**config.mk**
```make
export PLATFORM = sky130hd
export DESIGN_NAME = decodeStage
export DESIGN_NICKNAME = d
export VERILOG_FILES = /design/src/hw/cpuTypesPkg.sv /design/src/hw/decodeCtlPkg.sv /design/src/hw/decodeStage.sv /design/src/hw/instrDecoder.sv /design/src/hw/issuePairer.sv
export SDC_FILE = /design/constraint.sdc
export NUM_CORES = 1
export LEC_CHECK = 0
export ABC_AREA = 1
export BUFFER_PORTS_ARGS = -buffer_cell sky130_fd_sc_hd__buf_4
export CAP_MARGIN = 20
export CORE_MARGIN = 1
export CORE_UTILIZATION = 37
export CTS_CLUSTER_DIAMETER = 60
export CTS_CLUSTER_SIZE = 40
export DETAILED_ROUTE_END_ITERATION = 7
export GPL_TIMING_DRIVEN = 1
export PLACE_DENSITY_LB_ADDON = 0.25
export SETUP_SLACK_MARGIN = 0.02
export SLEW_MARGIN = 10
export SYNTH_ARGS = -nofsm -noshare
export SYNTH_HDL_FRONTEND = slang
export SYNTH_SLANG_ARGS = --single-unit
export TNS_END_PERCENT = 100
```
**constraint.sdc**
```tcl
create_clock -name clk -period 0.9 [get_ports clk]
set_input_delay 0.045 -clock clk [delete_from_list [all_inputs] [get_ports clk]]
set_output_delay 0.045 -clock clk [all_outputs]
set_load 0.02 [all_outputs]
```
**src/hw/cpuTypesPkg.sv**
```systemverilog
package cpuTypesPkg;

    // machine word, used for instructions and addresses
    typedef logic [31:0] word_t;

    // general purpose register number
    typedef logic [4:0] regAddr_t;

    // raw 16-bit immediate as it sits in the instruction
    typedef logic [15:0] imm_t;

    // CP0 register number in the upper five bits, select in the lower three
    typedef logic [7:0] cp0Addr_t;

    localparam regAddr_t REG_ZERO = 5'd0;
    localparam regAddr_t REG_RA   = 5'd31;   // link register for JAL

endpackage

```
**src/hw/decodeCtlPkg.sv**
```systemverilog
package decodeCtlPkg;

    typedef logic [5:0] opcode_t;   // opcode and funct fields share this width
    typedef logic [3:0] aluOp_t;
    typedef logic [7:0] ctlBits_t;

    // primary opcodes
    localparam opcode_t OP_SPECIAL = 6'h00;
    localparam opcode_t OP_J       = 6'h02;
    localparam opcode_t OP_JAL     = 6'h03;
    localparam opcode_t OP_BEQ     = 6'h04;
    localparam opcode_t OP_BNE     = 6'h05;
    localparam opcode_t OP_ADDIU   = 6'h09;
    localparam opcode_t OP_ORI     = 6'h0d;
    localparam opcode_t OP_LUI     = 6'h0f;
    localparam opcode_t OP_COP0    = 6'h10;
    localparam opcode_t OP_LW      = 6'h23;
    localparam opcode_t OP_SW      = 6'h2b;

    // funct codes under SPECIAL
    localparam opcode_t FN_SLL  = 6'h00;
    localparam opcode_t FN_JR   = 6'h08;
    localparam opcode_t FN_ADDU = 6'h21;
    localparam opcode_t FN_SUBU = 6'h23;
    localparam opcode_t FN_AND  = 6'h24;
    localparam opcode_t FN_OR   = 6'h25;
    localparam opcode_t FN_XOR  = 6'h26;
    localparam opcode_t FN_SLT  = 6'h2a;

    // rs field under COP0 picks the move direction
    localparam logic [4:0] RS_MF = 5'h00;
    localparam logic [4:0] RS_MT = 5'h04;

    localparam aluOp_t ALU_NONE = 4'd0;
    localparam aluOp_t ALU_ADD  = 4'd1;
    localparam aluOp_t ALU_SUB  = 4'd2;
    localparam aluOp_t ALU_AND  = 4'd3;
    localparam aluOp_t ALU_OR   = 4'd4;
    localparam aluOp_t ALU_XOR  = 4'd5;
    localparam aluOp_t ALU_SLT  = 4'd6;
    localparam aluOp_t ALU_SLL  = 4'd7;
    localparam aluOp_t ALU_LUI  = 4'd8;

    // bit positions inside ctlBits_t
    localparam int CTL_REGWRITE = 0;
    localparam int CTL_MEMREAD  = 1;
    localparam int CTL_MEMWRITE = 2;
    localparam int CTL_BRANCH   = 3;
    localparam int CTL_JUMP     = 4;
    localparam int CTL_CP0WRITE = 5;
    localparam int CTL_CP0READ  = 6;
    localparam int CTL_USEIMM   = 7;

endpackage

```
**src/hw/decodeStage.sv**
```systemverilog
`timescale 1ns/1ps

module decodeStage #(
    parameter int unsigned PcStep = 4
) (
    input  logic                   clk,
    input  logic                   rstN,
    input  logic                   stall,
    input  cpuTypesPkg::word_t     instr0,
    input  cpuTypesPkg::word_t     instr1,
    input  logic                   valid0,
    input  logic                   valid1,
    input  cpuTypesPkg::word_t     pc,
    output logic                   outValid0,
    output logic                   outValid1,
    output cpuTypesPkg::word_t     outPc0,
    output cpuTypesPkg::word_t     outPc1,
    output decodeCtlPkg::ctlBits_t outCtl0,
    output decodeCtlPkg::ctlBits_t outCtl1,
    output decodeCtlPkg::aluOp_t   outAluOp0,
    output decodeCtlPkg::aluOp_t   outAluOp1,
    output cpuTypesPkg::regAddr_t  outSrcA0,
    output cpuTypesPkg::regAddr_t  outSrcA1,
    output cpuTypesPkg::regAddr_t  outSrcB0,
    output cpuTypesPkg::regAddr_t  outSrcB1,
    output cpuTypesPkg::regAddr_t  outDest0,
    output cpuTypesPkg::regAddr_t  outDest1,
    output cpuTypesPkg::imm_t      outImm0,
    output cpuTypesPkg::imm_t      outImm1,
    output cpuTypesPkg::cp0Addr_t  outCp0Addr0,
    output cpuTypesPkg::cp0Addr_t  outCp0Addr1,
    output logic                   outIllegal0,
    output logic                   outIllegal1,
    output logic                   outIsSlot1,
    output logic                   branchMisalign,
    output logic                   pairHazard
);
    import cpuTypesPkg::*;
    import decodeCtlPkg::*;

    ctlBits_t ctl0;
    ctlBits_t ctl1;
    aluOp_t   aluOp0;
    aluOp_t   aluOp1;
    regAddr_t srcA0;
    regAddr_t srcA1;
    regAddr_t srcB0;
    regAddr_t srcB1;
    regAddr_t dest0;
    regAddr_t dest1;
    imm_t     imm0;
    imm_t     imm1;
    cp0Addr_t cp0Addr0;
    cp0Addr_t cp0Addr1;
    logic     illegal0;
    logic     illegal1;

    // slot 0 holds the older instruction at pc
    instrDecoder u_dec0 (
        .valid   (valid0),
        .instr   (instr0),
        .ctl     (ctl0),
        .aluOp   (aluOp0),
        .srcA    (srcA0),
        .srcB    (srcB0),
        .dest    (dest0),
        .imm     (imm0),
        .cp0Addr (cp0Addr0),
        .illegal (illegal0)
    );

    instrDecoder u_dec1 (
        .valid   (valid1),
        .instr   (instr1),
        .ctl     (ctl1),
        .aluOp   (aluOp1),
        .srcA    (srcA1),
        .srcB    (srcB1),
        .dest    (dest1),
        .imm     (imm1),
        .cp0Addr (cp0Addr1),
        .illegal (illegal1)
    );

    issuePairer #(
        .PcStep (PcStep)
    ) u_pair (
        .clk            (clk),
        .rstN           (rstN),
        .stall          (stall),
        .pc             (pc),
        .valid0         (valid0),
        .valid1         (valid1),
        .ctl0           (ctl0),
        .ctl1           (ctl1),
        .aluOp0         (aluOp0),
        .aluOp1         (aluOp1),
        .srcA0          (srcA0),
        .srcA1          (srcA1),
        .srcB0          (srcB0),
        .srcB1          (srcB1),
        .dest0          (dest0),
        .dest1          (dest1),
        .imm0           (imm0),
        .imm1           (imm1),
        .cp0Addr0       (cp0Addr0),
        .cp0Addr1       (cp0Addr1),
        .illegal0       (illegal0),
        .illegal1       (illegal1),
        .outValid0      (outValid0),
        .outValid1      (outValid1),
        .outPc0         (outPc0),
        .outPc1         (outPc1),
        .outCtl0        (outCtl0),
        .outCtl1        (outCtl1),
        .outAluOp0      (outAluOp0),
        .outAluOp1      (outAluOp1),
        .outSrcA0       (outSrcA0),
        .outSrcA1       (outSrcA1),
        .outSrcB0       (outSrcB0),
        .outSrcB1       (outSrcB1),
        .outDest0       (outDest0),
        .outDest1       (outDest1),
        .outImm0        (outImm0),
        .outImm1        (outImm1),
        .outCp0Addr0    (outCp0Addr0),
        .outCp0Addr1    (outCp0Addr1),
        .outIllegal0    (outIllegal0),
        .outIllegal1    (outIllegal1),
        .outIsSlot1     (outIsSlot1),
        .branchMisalign (branchMisalign),
        .pairHazard     (pairHazard)
    );

endmodule

```
**src/hw/instrDecoder.sv**
```systemverilog
`timescale 1ns/1ps

module instrDecoder (
    input  logic                   valid,
    input  cpuTypesPkg::word_t     instr,
    output decodeCtlPkg::ctlBits_t ctl,
    output decodeCtlPkg::aluOp_t   aluOp,
    output cpuTypesPkg::regAddr_t  srcA,
    output cpuTypesPkg::regAddr_t  srcB,
    output cpuTypesPkg::regAddr_t  dest,
    output cpuTypesPkg::imm_t      imm,
    output cpuTypesPkg::cp0Addr_t  cp0Addr,
    output logic                   illegal
);
    import cpuTypesPkg::*;
    import decodeCtlPkg::*;

    opcode_t  opcode;
    opcode_t  funct;
    regAddr_t rs;
    regAddr_t rt;
    regAddr_t rd;

    assign opcode = instr[31:26];
    assign funct  = instr[5:0];
    assign rs     = instr[25:21];
    assign rt     = instr[20:16];
    assign rd     = instr[15:11];

    always_comb begin
        ctl     = '0;
        aluOp   = ALU_NONE;
        srcA    = REG_ZERO;
        srcB    = REG_ZERO;
        dest    = REG_ZERO;   // stays zero unless a register is written
        imm     = '0;
        cp0Addr = '0;
        illegal = 1'b0;
        if (valid) begin
            srcA = rs;
            srcB = rt;
            imm  = instr[15:0];
            case (opcode)
                OP_SPECIAL: begin
                    case (funct)
                        FN_ADDU: aluOp = ALU_ADD;
                        FN_SUBU: aluOp = ALU_SUB;
                        FN_AND:  aluOp = ALU_AND;
                        FN_OR:   aluOp = ALU_OR;
                        FN_XOR:  aluOp = ALU_XOR;
                        FN_SLT:  aluOp = ALU_SLT;
                        FN_SLL:  aluOp = ALU_SLL;
                        FN_JR:   ctl[CTL_JUMP] = 1'b1;
                        default: illegal = 1'b1;
                    endcase
                    // every supported SPECIAL op except JR writes rd
                    if (!illegal && funct != FN_JR) begin
                        ctl[CTL_REGWRITE] = 1'b1;
                        dest = rd;
                    end
                end
                OP_ADDIU, OP_ORI, OP_LUI, OP_LW: begin
                    ctl[CTL_REGWRITE] = 1'b1;
                    ctl[CTL_USEIMM]   = 1'b1;
                    ctl[CTL_MEMREAD]  = (opcode == OP_LW);
                    dest = rt;
                    if (opcode == OP_ORI) aluOp = ALU_OR;
                    else if (opcode == OP_LUI) aluOp = ALU_LUI;
                    else aluOp = ALU_ADD;   // address add for LW
                end
                OP_SW: begin
                    ctl[CTL_MEMWRITE] = 1'b1;
                    ctl[CTL_USEIMM]   = 1'b1;
                    aluOp = ALU_ADD;
                end
                OP_BEQ, OP_BNE: begin
                    ctl[CTL_BRANCH] = 1'b1;
                    aluOp = ALU_SUB;   // compare by subtraction
                end
                OP_J: ctl[CTL_JUMP] = 1'b1;
                OP_JAL: begin
                    ctl[CTL_JUMP]     = 1'b1;
                    ctl[CTL_REGWRITE] = 1'b1;
                    dest = REG_RA;
                end
                OP_COP0: begin
                    if (rs == RS_MF) begin
                        ctl[CTL_REGWRITE] = 1'b1;
                        ctl[CTL_CP0READ]  = 1'b1;
                        dest    = rd;
                        cp0Addr = {rd, instr[2:0]};
                    end else if (rs == RS_MT) begin
                        ctl[CTL_CP0WRITE] = 1'b1;
                        cp0Addr = {rd, instr[2:0]};
                    end else begin
                        illegal = 1'b1;
                    end
                end
                default: illegal = 1'b1;
            endcase
        end
    end

endmodule

```
**src/hw/issuePairer.sv**
```systemverilog
`timescale 1ns/1ps

module issuePairer #(
    parameter int unsigned PcStep = 4
) (
    input  logic                   clk,
    input  logic                   rstN,
    input  logic                   stall,
    input  cpuTypesPkg::word_t     pc,
    input  logic                   valid0,
    input  logic                   valid1,
    input  decodeCtlPkg::ctlBits_t ctl0,
    input  decodeCtlPkg::ctlBits_t ctl1,
    input  decodeCtlPkg::aluOp_t   aluOp0,
    input  decodeCtlPkg::aluOp_t   aluOp1,
    input  cpuTypesPkg::regAddr_t  srcA0,
    input  cpuTypesPkg::regAddr_t  srcA1,
    input  cpuTypesPkg::regAddr_t  srcB0,
    input  cpuTypesPkg::regAddr_t  srcB1,
    input  cpuTypesPkg::regAddr_t  dest0,
    input  cpuTypesPkg::regAddr_t  dest1,
    input  cpuTypesPkg::imm_t      imm0,
    input  cpuTypesPkg::imm_t      imm1,
    input  cpuTypesPkg::cp0Addr_t  cp0Addr0,
    input  cpuTypesPkg::cp0Addr_t  cp0Addr1,
    input  logic                   illegal0,
    input  logic                   illegal1,
    output logic                   outValid0,
    output logic                   outValid1,
    output cpuTypesPkg::word_t     outPc0,
    output cpuTypesPkg::word_t     outPc1,
    output decodeCtlPkg::ctlBits_t outCtl0,
    output decodeCtlPkg::ctlBits_t outCtl1,
    output decodeCtlPkg::aluOp_t   outAluOp0,
    output decodeCtlPkg::aluOp_t   outAluOp1,
    output cpuTypesPkg::regAddr_t  outSrcA0,
    output cpuTypesPkg::regAddr_t  outSrcA1,
    output cpuTypesPkg::regAddr_t  outSrcB0,
    output cpuTypesPkg::regAddr_t  outSrcB1,
    output cpuTypesPkg::regAddr_t  outDest0,
    output cpuTypesPkg::regAddr_t  outDest1,
    output cpuTypesPkg::imm_t      outImm0,
    output cpuTypesPkg::imm_t      outImm1,
    output cpuTypesPkg::cp0Addr_t  outCp0Addr0,
    output cpuTypesPkg::cp0Addr_t  outCp0Addr1,
    output logic                   outIllegal0,
    output logic                   outIllegal1,
    output logic                   outIsSlot1,
    output logic                   branchMisalign,
    output logic                   pairHazard
);
    import cpuTypesPkg::*;
    import decodeCtlPkg::*;

    logic jump0;
    logic jump1;
    logic misalign;
    logic hazard;
    logic keep1;

    assign jump0 = ctl0[CTL_BRANCH] | ctl0[CTL_JUMP];
    assign jump1 = ctl1[CTL_BRANCH] | ctl1[CTL_JUMP];

    // a younger branch has to wait so it issues together with its delay slot
    assign misalign = valid0 && valid1 && jump1;

    // dest0 is already zero for non-writers, so one compare covers both cases
    assign hazard = valid0 && valid1 && !jump1 && dest0 != REG_ZERO &&
                    (dest0 == srcA1 || dest0 == srcB1);

    assign keep1 = valid1 && !misalign && !hazard;

    always_ff @(posedge clk or negedge rstN) begin
        if (!rstN) begin
            outValid0      <= 1'b0;
            outValid1      <= 1'b0;
            outPc0         <= '0;
            outPc1         <= '0;
            outCtl0        <= '0;
            outCtl1        <= '0;
            outAluOp0      <= '0;
            outAluOp1      <= '0;
            outSrcA0       <= '0;
            outSrcA1       <= '0;
            outSrcB0       <= '0;
            outSrcB1       <= '0;
            outDest0       <= '0;
            outDest1       <= '0;
            outImm0        <= '0;
            outImm1        <= '0;
            outCp0Addr0    <= '0;
            outCp0Addr1    <= '0;
            outIllegal0    <= 1'b0;
            outIllegal1    <= 1'b0;
            outIsSlot1     <= 1'b0;
            branchMisalign <= 1'b0;
            pairHazard     <= 1'b0;
        end else if (!stall) begin
            // slot 0 fields come out of the decoder already zeroed when invalid
            outValid0      <= valid0;
            outPc0         <= valid0 ? pc : '0;
            outCtl0        <= ctl0;
            outAluOp0      <= aluOp0;
            outSrcA0       <= srcA0;
            outSrcB0       <= srcB0;
            outDest0       <= dest0;
            outImm0        <= imm0;
            outCp0Addr0    <= cp0Addr0;
            outIllegal0    <= illegal0;
            outValid1      <= keep1;
            outPc1         <= keep1 ? pc + word_t'(PcStep) : '0;
            outCtl1        <= keep1 ? ctl1 : '0;
            outAluOp1      <= keep1 ? aluOp1 : '0;
            outSrcA1       <= keep1 ? srcA1 : '0;
            outSrcB1       <= keep1 ? srcB1 : '0;
            outDest1       <= keep1 ? dest1 : '0;
            outImm1        <= keep1 ? imm1 : '0;
            outCp0Addr1    <= keep1 ? cp0Addr1 : '0;
            outIllegal1    <= keep1 && illegal1;
            outIsSlot1     <= jump0 && keep1;   // slot 1 is the delay slot
            branchMisalign <= misalign;
            pairHazard     <= hazard;
        end
    end

endmodule

```
* Word level (Yosys, flattened, before mapping) *
Cells that the tools add are included.

word-level totals
  register bits = 173
  input port bits = 101
  logic and storage cells = 185

cells by class
  reduce and logical (&&, ||, !) cells = 38
  add/sub/neg operators = 1
  multiplexer cells = 81
  bitwise operators = 2
  eq/ne operators = 40

operators by type and width
  kind                   count
  $eq 6x6->1 const B     16
  $mux 8                 12
  $mux 5                 13
  $mux 32                2
  $eq 6x4->1 const B     8
  $mux 16                3
  $pmux 3 s7             2
  $pmux 5 s4             2
  $add 32x3->32 const B  1
  $pmux 4 s4             2
  $mux 1                 30
  $mux 4                 7
  $eq 6x2->1 const B     4
  $eq 6x3->1 const B     4
  $logic_not 6->1        4
  $reduce_or 5->1        4
  $reduce_or 9->1        2
  $reduce_or 8->1        2
  $eq 6x5->1 const B     2
  $ne 6x4->1 const B     2
  $pmux 1 s3             4
  $logic_and 1x1->1      11
  $eq 5x3->1 const B     2
  $eq 5x5->1             2
  9 further kinds        21

* Depth between registers and ports, before layout *
Gate-level depths: netlist of run 1.

  word-level depth = 18
  gate-level depth with buffers = 20

* Modules after synthesis *
A second synthesis of run 1 with hierarchy kept.

second synthesis, totals
  cell total of the unflattened synthesis = 1,340
  area total of the unflattened synthesis = 9,475.3 µm²

modules (own cells, without submodules)
  module        area each (µm²)  seq. area each (µm²)  cells each  instances
  issuePairer   7,551.0          4,329.2               916         1
  instrDecoder  962.2            0.0                   212         2

* Worst setup path after synthesis of run 1 *
Ideal clock, no wire load.

  path type = input to register
  start = input port pc[2]
  end = register u_pair.outPc1[30]
  arrival time = 1.653 ns
  required time = 0.783 ns
  slack = -0.870 ns
  cell stages on the path = 15
  buffers on the path = 0
  cell sequence = ha_1 -> nand2_1 -> nor2_1 -> nand3_1 -> nor2_1 -> nand4_1 -> nor2_1 -> nand3_1 -> nor3_2 -> inv_2 -> nor2_1 -> xor2_1 -> inv_1 -> nand3_1 -> nand2_1

on the way
  cells in the longest elaborated chain, start to end = 2

RTL lines
  item                  RTL line            text
  start, declared       decodeStage.sv:13   input cpuTypesPkg::word_t pc,
  $add 32x3->32         issuePairer.sv:111  outPc1 <= keep1 ? pc + word_t'(PcStep) : '0;
  $mux 32               issuePairer.sv:111
  end signal, assigned  issuePairer.sv:111
  end, declared         issuePairer.sv:31   output cpuTypesPkg::word_t outPc1,

No other way between the ends.
A chain may end at the register's enable or synchronous reset.

* Final worst setup path of run 1 *
  start = input port instr0[5]
  end = register u_pair.outPc1[10]

on the way
  cells in the longest elaborated chain, start to end = 16
  elaborated cells on any way between the ends = 27
  those cells by class = 10 x eq/ne; 7 x mux; 10 x reduce/logical

RTL lines
  item                                                   RTL line                              text
  start, declared                                        decodeStage.sv:9                      input cpuTypesPkg::word_t instr0,
  $eq 6x6->1 (tied with other cells)                     instrDecoder.sv:45                    case (funct)
  $reduce_or 8->1 (no line)                              --
  $mux 1                                                 instrDecoder.sv:45
  $mux 1                                                 instrDecoder.sv:43                    case (opcode)
  $mux 1                                                 instrDecoder.sv:39                    if (valid) begin
  $logic_not 1->1                                        instrDecoder.sv:57                    if (!illegal && funct != FN_JR) begin
  $logic_and 1x1->1 *                                    instrDecoder.sv:57
  $mux 5 *                                               instrDecoder.sv:57
  $pmux 5 s4 *                                           instrDecoder.sv:43
  $mux 5 *                                               instrDecoder.sv:39
  $eq 5x5->1 or $reduce_bool 5->1 (tied branches)        issuePairer.sv:69, issuePairer.sv:68
  $logic_or 1x1->1 or $logic_and 1x1->1 (tied branches)  issuePairer.sv:69, issuePairer.sv:68
  $logic_and 1x1->1 *                                    issuePairer.sv:68                     assign hazard = valid0 && valid1 && !jump1 && dest0 != REG_ZERO &&
  $logic_not 1->1 *                                      issuePairer.sv:71                     assign keep1 = valid1 && !misalign && !hazard;
  $logic_and 1x1->1 *                                    issuePairer.sv:71
  $mux 32 *                                              issuePairer.sv:111

Mark *: on every way between the ends. The rest lies on a longest branch, timed or not. The select of a mux whose other input is x is not followed.

==> results of run 1 <==
power breakdown:
group / internal [mW] / total [mW] / switching, mW
sequential: 8.23 / 8.60 / 0.373
clock: 3.64 / 7.24 / 3.59
combinational: 2.64 / 5.21 / 2.57
critical path, delay by kind of cell:
kind                   cells  cell delay, ps
and+or+nand+nor           16            1680
buffers and inverters      3             340
logic make-up after synthesis:
family,count (synthesis),synth area share
fa+ha+maj,1,0.001461
flops,173,0.5057
xor+xnor,25,0.02558
simple gates,601,0.3110
compound gates,112,0.08258
buf+inv,156,0.07366
cell usage in the layout, fill, tap and decap left out, types with 3 or more instances in the layout:
cell type	n
buf_4	368
nand2_1	308
buf_6	188
dfrtp_1	173
inv_1	94
nand3_2	94
dlygate4sd3_1	67
nor2_1	45
nand3_1	39
o21ai_0	33
nand2_2	28
xor2_1	25
nor2_4	24
a22o_1	21
clkbuf_16	21
o21ai_1	17
nand4_1	16
buf_12	11
nor2_2	10
nand3_4	9
inv_2	8
inv_6	8
a21oi_1	8
o21ai_2	7
nor3_1	7
o31ai_2	7
o211ai_1	6
nor4_1	5
buf_16	5
inv_8	4
nand2_4	4
nand3b_1	4
o31ai_1	3
clkinv_2	3
cell type report:
class,count,area [µm²]
fillers,1650,6429
inverters,106,425.4
well taps,285,356.6
multi-input cells,740,4509
flip-flops and latches,173,4329
clock inverters,15,125.1
clock buffers,17,425.4
repair buffers,645,6038
diodes,1,2.502
sequential cells by signal, indices dropped and copies added (netlist names), 4 cells and up:
| name | cells |
|---|---|
| u_pair.outAluOp1 | 4 |
| u_pair.outDest0 | 5 |
| u_pair.outSrcA1 | 5 |
| u_pair.outCp0Addr1 | 8 |
| u_pair.outSrcB0 | 5 |
| u_pair.outCtl1 | 8 |
| u_pair.outPc0 | 32 |
| u_pair.outAluOp0 | 4 |
| u_pair.outImm0 | 16 |
| u_pair.outCtl0 | 8 |
| u_pair.outPc1 | 32 |
| u_pair.outSrcA0 | 5 |
| u_pair.outDest1 | 5 |
| u_pair.outSrcB1 | 5 |
| u_pair.outImm1 | 16 |
| u_pair.outCp0Addr0 | 8 |
per-stage QoR:
stage	hold slack (ps)	area (µm²)	setup slack, ps	setup TNS [ps]	utilization
finish	-155.9	16210	-841.3	-92190	0.7161
global route	-142.3	16210	-975.6	-109970	0.7161
CTS	-162.3	15440	-728.2	-81880	0.6821
detailed placement	-117.3	12880	-1254	-137310	0.5687
global placement	-118.5	12880	-1172	-128080	0.5687
floorplan	-250.6	9265	-869.2	-66960	-
routing by layer:
layer / GRT usage / routed length (µm) / share of wire / vias up
li1: - / - / - / 4704
met1: 0.3391 / 13940 / 0.41 / 4810
met2: 0.4851 / 17080 / 0.50 / 298
met3: 0.05411 / 1903 / 0.056 / 63
met4: 0.09095 / 928 / 0.027 / 0
met5: 0 / 0 / 0 / -
final timing paths:
path | startpoint | end | depth (start not counted)
worst max-delay path | instr0[5] | u_pair.outPc1[10] | 19
worst min-delay path | instr0[23] | u_pair.outSrcA0[2] | 3
worst max register to register | u_pair.outCp0Addr0[7] | u_pair.outCp0Addr0[7] | 4
worst min register to register | u_pair.outPc1[15] | u_pair.outPc1[15] | 2
max in group asynchronous | rstN | u_pair.outPc1[25] | 3
min in group asynchronous | rstN | u_pair.outImm1[9] | 2
repair_timing:
item | 4_1_cts | 5_1_grt
pin swaps | 7 | 39
cloned | 3 | 7
endpoints found under the hold margin | 249 | 3
resized for setup | 207 | 81
setup buffers | 66 | 49
endpoints found under the setup margin | 276 | 304
==> results.cfg, run 1 <==
[critical_path]
cpMostUsedCell = nand3_2
crit_required_ps = 1220
crit_path_start_kind = primary input
rrSetupSlack_ps = -40
worstPathCellList = buf_8 -> inv_8 -> nor2_4 -> nand3_2 -> nand2_2 -> nor2_4 -> nand2_4 -> nand3_2 -> nand3_2 -> nand2_2 -> nand2_1 -> nand2_1 -> nor2_2 -> nand3_2 -> nand2_4 -> nand2_8 -> clkbuf_16 -> nand3_2 -> nand2_1
critPathMaxStageDelay_ps = 220
end_kind = flip-flop
cp_slowest_cell = clkbuf_16
cp_max_fo = 8
cp_data_arrival_time_ps = 2060
critical_path_class = primary input to flip-flop

[routing]
wirelength_mm = 33.85
routed_via_density = 4.982
drtIter0Drc = 420
routedWlPerCell_um = 17.08
via_count = 9875
drc = 0
ant_nets = 0
first_pass_iters = 4

[yosys]
synth_edf_count = 0
ys_ff_latch = 173
yosysWarnings = 0
synth_largest_area_cell = dfrtp_1
async_flop_share = 1.000
syn-cell-area_um2 = 8561
synth_area_per_cell_um2 = 8.016
synthCells = 1068
yosysMostFrequentCell = nand2_1
ys_seq_area_frac = 0.5057
syn_nets = 1170
synth.area.top_cells = dfrtp_1 (51%), nand2_1 (15%), nand3_1 (7.4%)
synthTopCellsByCount = nand2_1 (333), dfrtp_1 (173), nand3_1 (126)
yosysUniqueCellTypes = 35
synth_top_area_share = 0.5057
yosys_most_used_dff = dfrtp_1

[cts]
cts_num_sinks = 173
cts_made_buffers = 17
clkTransAtPathRegs_ps = 80
ctsHoldBuffers = 67
cts_max_level = 4
clockBufferDepth = 2
clock_latency_ps = 420
cts_tree = built
clockRootBuffer = clkbuf_16

[run]
drv_cap = 0

[sta]
hold_ws_ps = -155.9
fin_skew_ps = 0
fin_ws_ps = -841.3
fmax_mhz = 574.3
rsz0062_at_grt = yes
maxSlewViolCount = 0
setup_viol = 282
hold_viol_final = 5
max_slew_margin = 0.6261
worst_pin_slew_ps = 560.8
period_needed_ps = 1741
finalCritPeriodShare = 1.935

[global_routing]
grt_max_degree = 82
antenna_found_initial = 1
grt_pass1_wl_mm = 51.78
track_usage = 0.2763
grt_pass1_vias = 10020
grt-ovfl-total = 0

[run_status]
violations = hold timing, setup timing
status = finished, violations left

[layout]
nNetsFinal = 1785
area_growth_pct = 89.37
instances_no_fill = 1982
drive_gt1_frac = 0.4817

[placement]
globalplace.congestion = 0.8973
place.port_buffers = 273
hpwl_mm = 21.38
dp_cells = 1762

[floorplan]
die_h_um = 154.1
start_util = 0.3781
coreArea_um2 = 22640
pin_count = 274
die_w_um = 154.1
die_area_um2 = 23750
core.rowCount = 55

[worst_hold_path]
worstHoldPathType = primary input to flip-flop

[power_and_ir_drop]
irDropWorstVdd_mv = 1.104
power.total_mw = 21.05
p_per_area_nw_per_um2 = 1298
p_leak_nw = 8.446
(Power assumes the default switching activity.)
==> inputs of run 2 (changes only) <==
- REMOVE_ABC_BUFFERS: default -> 1
- clock period: 0.9 -> 2 ns (I/O delays scaled with it)
==> run 2 against run 1 <==
  * Sequential power is 55% lower
  * Clock-buffer cell count is 3 higher
  * Final cell count is 12% lower
  * The flow now finishes without violations
  * Wire length is 16% lower
  * Largest cell class is now sequential cells
  * Worst setup slack better by 920 ps
  * Clock power is 56% lower
  * Critical path depth is 2 lower
==> results.cfg, run 2 (synthesis results as in run 1) <==
[power_and_ir_drop]
p_comb_frac = 0.196
irDropWorstVdd_mv = 0.4699
p_switching_mw = 2.541
clkPwrFrac = 0.364
p_seq_frac = 0.440
power.total_mw = 8.703
p_leak_nw = 6.962
p_per_area_nw_per_um2 = 677.7
intPower_mw = 6.162
switching_share = 0.2919

[sta]
worst_pin_slew_ps = 706.7
finalSetupTns_ps = 0
rsz0062_at_grt = yes
hold_ws_ps = 20.95
maxSlewViolCount = 0
fin_skew_ps = 0
fmax_mhz = 520.0
period_needed_ps = 1923
finalCritPeriodShare = 0.9615
fin_ws_ps = 76.97
setup_viol = 0
hold_viol_final = 0
max_slew_margin = 0.5289

[floorplan]
die_area_um2 = 23750
start_util = 0.3781
pin_count = 274
die_w_um = 154.1
coreArea_um2 = 22640
die_h_um = 154.1
core.rowCount = 55

[layout]
area_growth_pct = 50.01
drive_gt1_frac = 0.2986
instances_no_fill = 1745
final_common_cell = nand2_1
nNetsFinal = 1549
fin_util = 0.5672
top_regs = u_pair.outPc0 x32, u_pair.outPc1 x32
fin_area_um2 = 12840
insertedDiodeCount = 0
final_cell_mix = nand2_1 (332), buf_4 (324), dfrtp_1 (173)

[run_status]
status = finished, final reports clean

[critical_path]
crit_path_start_kind = primary input
crit_required_ps = 2310
cp_data_arrival_time_ps = 2230
worstPathCellList = dlygate4sd3_1 -> buf_4 -> inv_2 -> nor2_1 -> a21oi_2 -> nand3_2 -> nand2_2 -> nand2_1 -> nand2_1 -> nand2_1 -> inv_1 -> nand3_2 -> nand2_4 -> nand2_4 -> clkbuf_16 -> nand3_1 -> nand2_1
cp_slowest_cell = dlygate4sd3_1
cp_max_fo = 10
end_kind = flip-flop
cpMostUsedCell = nand2_1
critPathMaxStageDelay_ps = 550
critical_path_class = primary input to flip-flop

[cts]
cts_tree = built
clockBufferDepth = 2
cts_made_buffers = 17
cts_max_level = 4
clock_latency_ps = 410
clkTransAtPathRegs_ps = 70
cts_num_sinks = 173
clockRootBuffer = clkbuf_16

[global_routing]
grt-ovfl-total = 0
grt_max_degree = 95
antenna_found_initial = 0
track_usage = 0.2312
grt_pass1_wl_mm = 43.57
grt_pass1_vias = 8432

[placement]
dp_cells = 1633
globalplace.congestion = 0.8910
dp_slack_ps = -152.7
place.port_buffers = 273
hpwl_mm = 19.10
placed_cell_area_um2 = 11290

[routing]
wirelength_mm = 28.28
routed_via_density = 4.987
routedWlPerCell_um = 16.20
via_count = 8702
first_pass_iters = 5
ant_nets = 0
drtIter0Drc = 599
drc = 0

[run]
drv_cap = 0

[worst_hold_path]
worstHoldPathType = primary input to flip-flop
## run 2: power by group through the flow
stage,Combinational (mW),Clock (mW),Sequential (mW)
after CTS,1.67,3.26,3.83
after detailed placement,1.57,0,3.89
final,1.71,3.16,3.83
after global routing,1.85,3.40,3.85
after floorplan,0.398,0,4.14
after global placement,1.55,0,3.89
## run 2: what timing repair did
action,in CTS,in global routing
hold endpoints to repair,128,0
resized for setup,0,33
hold buffers,68,0
setup buffers,0,5
setup endpoints to repair,0,86
## run 2: worst paths after layout
check / from / endpoint / slack [ps] / depth (start not counted)
hold / removal: pc[3] / u_pair.outPc0[3] / 20 / 3
max in group asynchronous: rstN / u_pair.outImm0[11] / 1040 / 3
setup reg to reg: u_pair.outImm0[6] / u_pair.outImm0[6] / 1270 / 1
hold reg to reg: u_pair.outDest1[3] / u_pair.outDest1[3] / 480 / 2
min in group asynchronous: rstN / u_pair.pairHazard / 270 / 2
setup / recovery: instr0[11] / u_pair.outSrcB1[4] / 80 / 17
## run 2: layout make-up
type                            count  area, µm²
Timing Repair Buffer              409       3460
Fill cell                        2038       9798
Clock inverter                     12      111.4
Inverter                          106      397.9
Clock buffer                       20      436.7
Sequential cell                   173       4329
Tap cell                          285      356.6
Multi-Input combinational cell    740       3751
## run 2: worst max-delay path, delay by kind of cell
family	cells	cell delay, ps
buffers and inverters	5	1020
AND/OR/NAND/NOR	11	920
AO/OA/AOI/OAI	1	170
## run 2: routing by layer
layer  wire [µm]  GRT usage  vias to the layer above
li1            -          -                     4229
met3        1723    0.05693                       35
met1       12600     0.3102                     4151
met4         575    0.07762                        0
met5           0          0                        -
met2       13370     0.3645                      287
==> inputs of run 3 (changes only) <==
- MAX_ROUTING_LAYER: default -> met4
==> run 3 against run 2 <==
  * Hold slack lost 9.8 ps
  * Critical path depth did not move
  * Core utilization rose by 0.90 points
  * Total power up 3.8%
  * Sequential share of layout area fell by 0.53 points
  * Largest power group unchanged
  * Final area increased by 1.6%
  * Global-route usage is 0.80 points higher
==> results.cfg, run 3 (synthesis results as in run 1) <==
[run_status]
status = finished, final reports clean

[layout]
area_growth_pct = 52.40
insertedDiodeCount = 0
top_regs = u_pair.outPc0 x32, u_pair.outPc1 x32
nNetsFinal = 1557
drive_gt1_frac = 0.3045
final_cell_mix = nand2_1 (331), buf_4 (319), dfrtp_1 (173)
final_common_cell = nand2_1

[cts]
cts_num_sinks = 173
cts_tree = built
clockBufferDepth = 2
clock_latency_ps = 420
clkTransAtPathRegs_ps = 70
cts_made_buffers = 17
clockRootBuffer = clkbuf_16
cts_max_level = 4

[floorplan]
die_w_um = 154.1
start_util = 0.3781
coreArea_um2 = 22640
die_h_um = 154.1
pin_count = 274
core.rowCount = 55
die_area_um2 = 23750

[routing]
routed_via_density = 4.960
routedWlPerCell_um = 16.16
ant_nets = 0
drc = 0
via_count = 8695
first_pass_iters = 6
wirelength_mm = 28.32
drtIter0Drc = 557

[critical_path]
critPathMaxStageDelay_ps = 200
cp_num_buf_inv = 5
reg2reg_depth = 1
rr_startpoint = u_pair.outSrcA0[0]
path_delay_family = simple AND/OR/NAND/NOR gates
cp_data_arrival_time_ps = 2200
startpoint = instr0[22]
cp_max_fo = 11
cpMostUsedCell = buf_4
r2r-end = u_pair.outSrcA0[0]
worstPathCellList = buf_4 -> nor2_1 -> buf_4 -> nand3_1 -> nor2_1 -> a21oi_2 -> nand3_2 -> nand2_2 -> buf_4 -> nand4_1 -> nor2_2 -> nor2_4 -> buf_12 -> nand2_8 -> clkbuf_16 -> nand3_1 -> nand2_1
crit_path_start_kind = primary input
end_kind = flip-flop
rrSetupSlack_ps = 1260
crit_required_ps = 2320
crit_cells = 17
critical_path_class = primary input to flip-flop
cp-endpoint = u_pair.outSrcB1[4]
cp_slowest_cell = nand3_1

[power_and_ir_drop]
intPower_mw = 6.274
irDropWorstVdd_mv = 0.5095
p_per_area_nw_per_um2 = 692.3
p_seq_frac = 0.424
p_switching_mw = 2.758
p_comb_frac = 0.191
clkPwrFrac = 0.385
power.total_mw = 9.033
switching_share = 0.3054
p_leak_nw = 7.034

[placement]
dp_slack_ps = -159.6
globalplace.congestion = 0.8989
hpwl_mm = 19.01
place.port_buffers = 273

[sta]
hold_viol_final = 0
fin_ws_ps = 117.3
worst_pin_slew_ps = 515.4
fin_skew_ps = 0
max_slew_margin = 0.6564
fmax_mhz = 531.2
finalCritPeriodShare = 0.9413
maxSlewViolCount = 0
period_needed_ps = 1883
setup_viol = 0

[global_routing]
grt_pass1_wl_mm = 43.70
gr-usage-met2 = 0.3727
grt_max_degree = 93
busiest_layer = met2
grt-ovfl-total = 0
grt_pass1_vias = 8215
met1_usage = 0.3168
track_usage = 0.2391
antenna_found_initial = 0
grtUsageMet3 = 0.04989

[worst_hold_path]
worstHoldPathType = primary input to flip-flop

[run]
drv_cap = 0
[run 3: worst min-delay path by stage]
stage                     startpoint                     to  slack (ps)  cells after the start
after floorplan                 rstN  u_pair.branchMisalign        -200                      0
after global placement          rstN      u_pair.pairHazard         100                      1
after detailed placement        rstN     u_pair.outDest0[4]         100                      1
after CTS                     pc[20]      u_pair.outPc0[20]        0.02                      3
after global routing          pc[20]      u_pair.outPc0[20]          30                      3
final                          pc[3]       u_pair.outPc1[3]          10                      4
[run 3: final cells by class]
type                    count  area [µm²]
inverters                 106       397.9
repair buffers            417        3575
flip-flops and latches    173        4329
multi-input cells         740        3786
well taps                 285       356.6
fillers                  2025        9594
clock buffers              18       439.2
clock inverters            14       162.7
[run 3: per-stage QoR]
step           hold slack [ps]  instances  utilization  setup TNS [ps]  cell area, µm²
6_report                 11.14       1753       0.5762               0           13050
5_1_grt                  30.25       1753       0.5762          -299.8           13050
4_1_cts                0.01979       1741       0.5591               0           12660
3_5_place_dp             98.03       1632       0.4985           -9719           11290
3_3_place_gp             96.62       1632       0.4985           -7791           11290
2_1_floorplan           -195.6       1018            -         -182180            8328
[run 3: layer usage]
layer / vias to the layer above / wire [µm]
met4: 0 / 376
met2: 298 / 13610
li1: 4243 / -
met5: - / 0
met1: 4123 / 12540
met3: 31 / 1790
[run 3: timing repair]
item / CTS / global route
gates resized for setup: 0 / 48
setup buffers: 0 / 3
setup endpoints to repair: 0 / 85
hold endpoints to repair: 126 / 0
hold buffers: 77 / 0
[run 3: power by group through the flow]
stage / combinational [mW] / sequential [mW] / clock, mW
after global placement: 1.54 / 3.89 / 0
after CTS: 1.68 / 3.83 / 3.55
after detailed placement: 1.56 / 3.89 / 0
final: 1.72 / 3.83 / 3.48
after global routing: 1.87 / 3.85 / 3.68
after floorplan: 0.398 / 4.14 / 0
